### src/sat_pkg.sv
`default_nettype none

package sat_pkg;

    // Field widths of the fixed-point formats
    localparam int SIZE_W      = 8;
    localparam int POS_W       = 32;
    localparam int BASIS_W     = 16;
    localparam int CORNER_W    = 21;
    localparam int DOT_W       = 35;
    localparam int EXTENT_W    = 32;
    localparam int NUM_CORNERS = 4;

    // Position carries 25 fraction bits, corners 14, extents 25 again
    localparam int POS_SHIFT    = 11;
    localparam int PROJ_SHIFT   = 3;
    localparam int EXTENT_SHIFT = 25;

    // 1.0 in the basis format with 14 fraction bits
    localparam logic signed [BASIS_W-1:0] UNIT_ONE = 16'sd16384;

    typedef struct packed {
        logic signed [BASIS_W-1:0] x;
        logic signed [BASIS_W-1:0] y;
    } vec2_t;

    typedef struct packed {
        logic signed [SIZE_W-1:0] width;
        logic signed [SIZE_W-1:0] height;
        logic signed [POS_W-1:0]  pos_x;
        logic signed [POS_W-1:0]  pos_y;
        vec2_t                    u;
        vec2_t                    v;
    } rect_t;

    // Input payload with one pair of rectangles
    typedef struct packed {
        rect_t a;
        rect_t b;
    } pair_t;

    typedef struct packed {
        logic signed [CORNER_W-1:0] x;
        logic signed [CORNER_W-1:0] y;
    } point_t;

    // pt[0] (-w,-h), pt[1] (-w,+h), pt[2] (+w,-h), pt[3] (+w,+h)
    typedef struct packed {
        point_t [NUM_CORNERS-1:0] pt;
    } corners_t;

    typedef struct packed {
        logic signed [EXTENT_W-1:0] min_u;
        logic signed [EXTENT_W-1:0] max_u;
        logic signed [EXTENT_W-1:0] min_v;
        logic signed [EXTENT_W-1:0] max_v;
    } extent_t;

    typedef struct packed {
        logic min_u;
        logic max_u;
        logic min_v;
        logic max_v;
    } sep_t;

    // sep_mask[3:0] from A onto B, sep_mask[7:4] from B onto A
    typedef struct packed {
        logic       collision;
        logic [7:0] sep_mask;
    } result_t;

endpackage

`default_nettype wire
### src/rect_corners.sv
`default_nettype none

module rect_corners (
    input  sat_pkg::rect_t    rect,
    output sat_pkg::corners_t corners
);

    import sat_pkg::*;

    logic signed [SIZE_W-1:0]   half_w;
    logic signed [SIZE_W-1:0]   half_h;
    logic signed [SIZE_W-1:0]   neg_half_w;
    logic signed [SIZE_W-1:0]   neg_half_h;
    logic signed [CORNER_W-1:0] center_x;
    logic signed [CORNER_W-1:0] center_y;

    // Half sizes in whole units
    assign half_w = rect.width >>> 1;
    assign half_h = rect.height >>> 1;

    assign neg_half_w = -half_w;
    assign neg_half_h = -half_h;

    // Position moved from 25 to 14 fraction bits to line up with the basis products
    assign center_x = CORNER_W'(rect.pos_x >>> POS_SHIFT);
    assign center_y = CORNER_W'(rect.pos_y >>> POS_SHIFT);

    for (genvar i = 0; i < NUM_CORNERS; i++) begin : g_corner
        // Corners 2 and 3 sit on the +w side, corners 1 and 3 on the +h side
        localparam bit PLUS_W = (i >= 2);
        localparam bit PLUS_H = ((i % 2) == 1);

        logic signed [SIZE_W-1:0]   sel_w;
        logic signed [SIZE_W-1:0]   sel_h;
        logic signed [CORNER_W-1:0] off_x;
        logic signed [CORNER_W-1:0] off_y;

        assign sel_w = PLUS_W ? half_w : neg_half_w;
        assign sel_h = PLUS_H ? half_h : neg_half_h;

        // Rotate the local offset into world space
        assign off_x = sel_w * rect.u.x + sel_h * rect.v.x;
        assign off_y = sel_w * rect.u.y + sel_h * rect.v.y;

        assign corners.pt[i].x = off_x + center_x;
        assign corners.pt[i].y = off_y + center_y;
    end

endmodule

`default_nettype wire

### config.mk
export PLATFORM = sky130hd
export DESIGN_NAME = rect_corners
export DESIGN_NICKNAME = d
export VERILOG_FILES = /design/src/sat_pkg.sv /design/src/rect_corners.sv
export SDC_FILE = /design/constraint.sdc
export NUM_CORES = 2
export LEC_CHECK = 0
export BUFFER_PORTS_ARGS = -buffer_cell sky130_fd_sc_hd__buf_2
export CORE_UTILIZATION = 40
export DETAILED_ROUTE_END_ITERATION = 8
export PLACE_DENSITY = 0.62
export SLEW_MARGIN = 20
export SYNTH_ARGS = -nofsm -noshare
export SYNTH_HDL_FRONTEND = slang
export SYNTH_SLANG_ARGS = --single-unit
### constraint.sdc
create_clock -name vclk -period 12.8
set_input_delay 1.92 -clock vclk [all_inputs]
set_output_delay 1.92 -clock vclk [all_outputs]
set_load 0.01 [all_outputs]
== Yosys cells after proc, flatten, opt, wreduce, memory -nomap -nowiden ==
Cells that the tools add are included.
Storage, ports and cells
  output and inout bits: 168
  register bits after elaboration: 0
  input bits: 144
Cells by class
  $add $sub $neg: 18
  $mul: 8
Operator list (count)
  $add 21x21->21: 16
  $mul 7x16->21: 4
  $mul 8x16->21: 4
  $neg 7->8: 2

== Logic depth before layout (Yosys ltp) ==
  depth in word-level cells: 4
  gate-level depth with buffers: 35
  depth with buffers taken out: 32

== Worst setup path after synthesis ==
OpenSTA, ideal clock, no wires.
  kind: in2out
  from: in rect[141] (netlist bit)
  to: out corners[19] (netlist bit)
  arrival: 8.991 ns
  stages on the path: 30
  slack: 1.889 ns
  path buffers: 3
  cells stage by stage: clkbuf_1 nor3_1 nand2_1 o21ai_0 clkbuf_1 clkbuf_1 inv_1 fa_1 inv_1 fa_1 inv_1 fa_1 inv_1 fa_1 inv_1 ha_1 inv_1 nor2_1 a311o_1 o31a_1 a21oi_1 xnor2_1 inv_1 fa_1 inv_1 ha_1 or3_1 o41ai_1 or4b_1 o211ai_1
RTL lines
  start, declared: RTL line rect_corners.sv:4  | input sat_pkg::rect_t rect,
  end, declared: RTL line rect_corners.sv:5  | output sat_pkg::corners_t corners

==> metrics.md <==
| Metric | Value |
|---|---|
| Outcome | finished, final reports clean |
| Post-CTS Resized | 0 |
| Most used cell, CP | inv_1 |
| Setup TNS | 0 ns |
| Clock buffers | 0 |
| Seq/Total Area, Yosys | 0 |
| Via density | 5.04 |
| Die area | 103,000 sq um |
| Post-route worst setup slack | 0.819 ns |
| Worst-margin pin slew | 0.880 ns |
| Initial antenna violation count | 21 |
| Fin crit share | 0.936 |
| Worst slew margin | 0.409 |
| Endpoint kind of the worst setup timing path | output pin |
| Most common cell after layout, fill and taps aside | inv_1 |
| Synth Instances | 4,772 |
| Hold WS | 4.35 ns |
| Synth top area share | 0.409 |
| Final Hold Fails | 0 |
| Largest net degree at the start of global routing | 37 |
| Top post-synthesis cells by area | fa_1 41%, ha_1 15%, inv_1 9.7% |
| Die H | 322 um |
| Place WS | 0.877 ns |
| RePlAce Congestion | 0.938 |
| Filler cell count | 10,200 |
| Area grow syn2layout | 7.11% |
| CTS Hold Bufs | 0 |
| Max Slew Vio Count | 0 |
| DP HPWL | 97,600 um |
| Netlist Area Pre-Place | 40,900 sq um |
| Hold_sp | rect[75] |
| DRC | 0 |
| Maxcap violations | 0 |
| Area leader, netlist | fa_1 |
| Initial Util | 0.406 |
| Seq Cell Count | 0 |
| Critical path type | input pin to output pin |
| Vias in the first global route | 32,600 |
| Core Region | 101,000 sq um |
| Min Tclk post-route | 11.98 ns |
| ANT nets after route | 0 |
| Boundary Pins | 312 |
| Non-Filler Instances | 6,301 |
| Nets | 6,407 |
| WHS Endpoint | corners[126] |
| GRT Total Usage | 0.220 |
| Fmax | 83.5 MHz |
| DRT iter0 DRCs | 1,594 |
| RSZ-0062 raised after global routing | no |
| Total vias in the final route | 31,700 |
| Wire per inst | 17.6 um |
| Layout cell share with drive strength beyond 1 | 0.0762 |
| Setup crit start kind | input pin |
| Register area | 0 sq um |
| Crit path DAT | 10.06 ns |
| Total Routed Length | 111,000 um |
| Worst hold path class | input pin to output pin |
| Slowest cell on crit path | xnor2_2 |
| Buffers on Ports | 288 |
| Synth cell types | 72 |
| Yosys warns | 0 |
| Initial DRT Pass Iterations | 7 |
| Row cnt | 116 |
| Most frequent cells in the layout | 1,053 x inv_1, 834 x fa_1, 504 x and2_1 |
| Syn_area_per_cell | 8.56 sq um |
| Syn Nets | 6,240 |
| Slowest Stage Delay on Critical Path | 0.59 ns |
| First-pass GRT wire length | 179,000 um |
| Required time worst endpoint | 10.88 ns |
| Gr ovfl total | 0 |
| Final Setup Violations | 0 |
| X dimension of the die | 322 um |
| Number of setup buffers added after CTS | 0 |
| Worst-path maximum fanout | 19 |
| Cells on Worst Hold Path | 5 |
| Dpl cells | 6,294 |
worst max-delay path by stage:
stage	startpoint	end	slack (ns)	cells after the start
2_1_floorplan	rect[141]	corners[19]	1.89	30
3_3_place_gp	rect[138]	corners[20]	0.69	32
3_5_place_dp	rect[130]	corners[20]	0.88	30
4_1_cts	rect[130]	corners[20]	0.86	30
5_1_grt	rect[132]	corners[20]	0.29	31
6_report	rect[132]	corners[20]	0.82	31
per-stage QoR:
step / cell area [sq um] / utilization
global route: 43700 / 0.435
detailed placement: 43700 / 0.435
floorplan: 40900 / -
CTS: 43700 / 0.435
global placement: 43700 / 0.435
finish: 43800 / 0.435
cell usage after synthesis, types with 10 or more instances:
master	number
inv_1	1053
fa_1	834
and2_1	504
ha_1	490
nand2_1	360
xnor2_1	255
nor2_1	211
a21oi_1	165
clkbuf_1	150
xor2_1	80
nand2b_1	79
o21ai_0	77
nor3_1	68
a21o_1	55
o21ai_1	40
nor2b_1	39
nand3_1	36
o21a_1	24
o21bai_1	22
or2_2	18
a211oi_1	16
a21boi_1	14
and3_1	14
a31oi_1	13
or3_1	12
o31ai_1	10
logic make-up (layout without fill, tap and decap cells):
kind of cell / Yosys count / count (layout) / synth area share
XOR/XNOR: 340 / 340 / 0.0744
multiplexers: 5 / 5 / 0.00126
buffers and inverters: 1216 / 1381 / 0.112
adder cells (fa/ha/maj): 1324 / 1324 / 0.559
AND/OR/NAND/NOR: 1368 / 1368 / 0.172
AO/OA/AOI/OAI: 519 / 519 / 0.0812
other: 0 / 7 / 0
worst max-delay path: cells and delay by family:
| family | cells | cell delay, ns |
|---|---|---|
| AND/OR/NAND/NOR | 5 | 1.13 |
| XOR/XNOR | 3 | 1.46 |
| AO/OA/AOI/OAI | 8 | 1.73 |
| adder cells (fa/ha/maj) | 7 | 2.93 |
| buffers and inverters | 8 | 0.85 |
cell type report:
| type | instances | area (sq um) | share of cell area |
|---|---|---|---|
| Timing Repair Buffer | 326 | 1730 | 0.0395 |
| Tap cell | 1357 | 1700 | 0.0388 |
| Multi-Input combinational cell | 3556 | 36400 | 0.831 |
| Antenna cell | 7 | 17.5 | 0.000400 |
| Inverter | 1055 | 3960 | 0.0905 |
per-layer routing:
layer,part of all wire,track usage
met5,0.0017,0
met1,0.44,0.300
met3,0.055,0.0215
met4,0.020,0.0365
met2,0.48,0.381
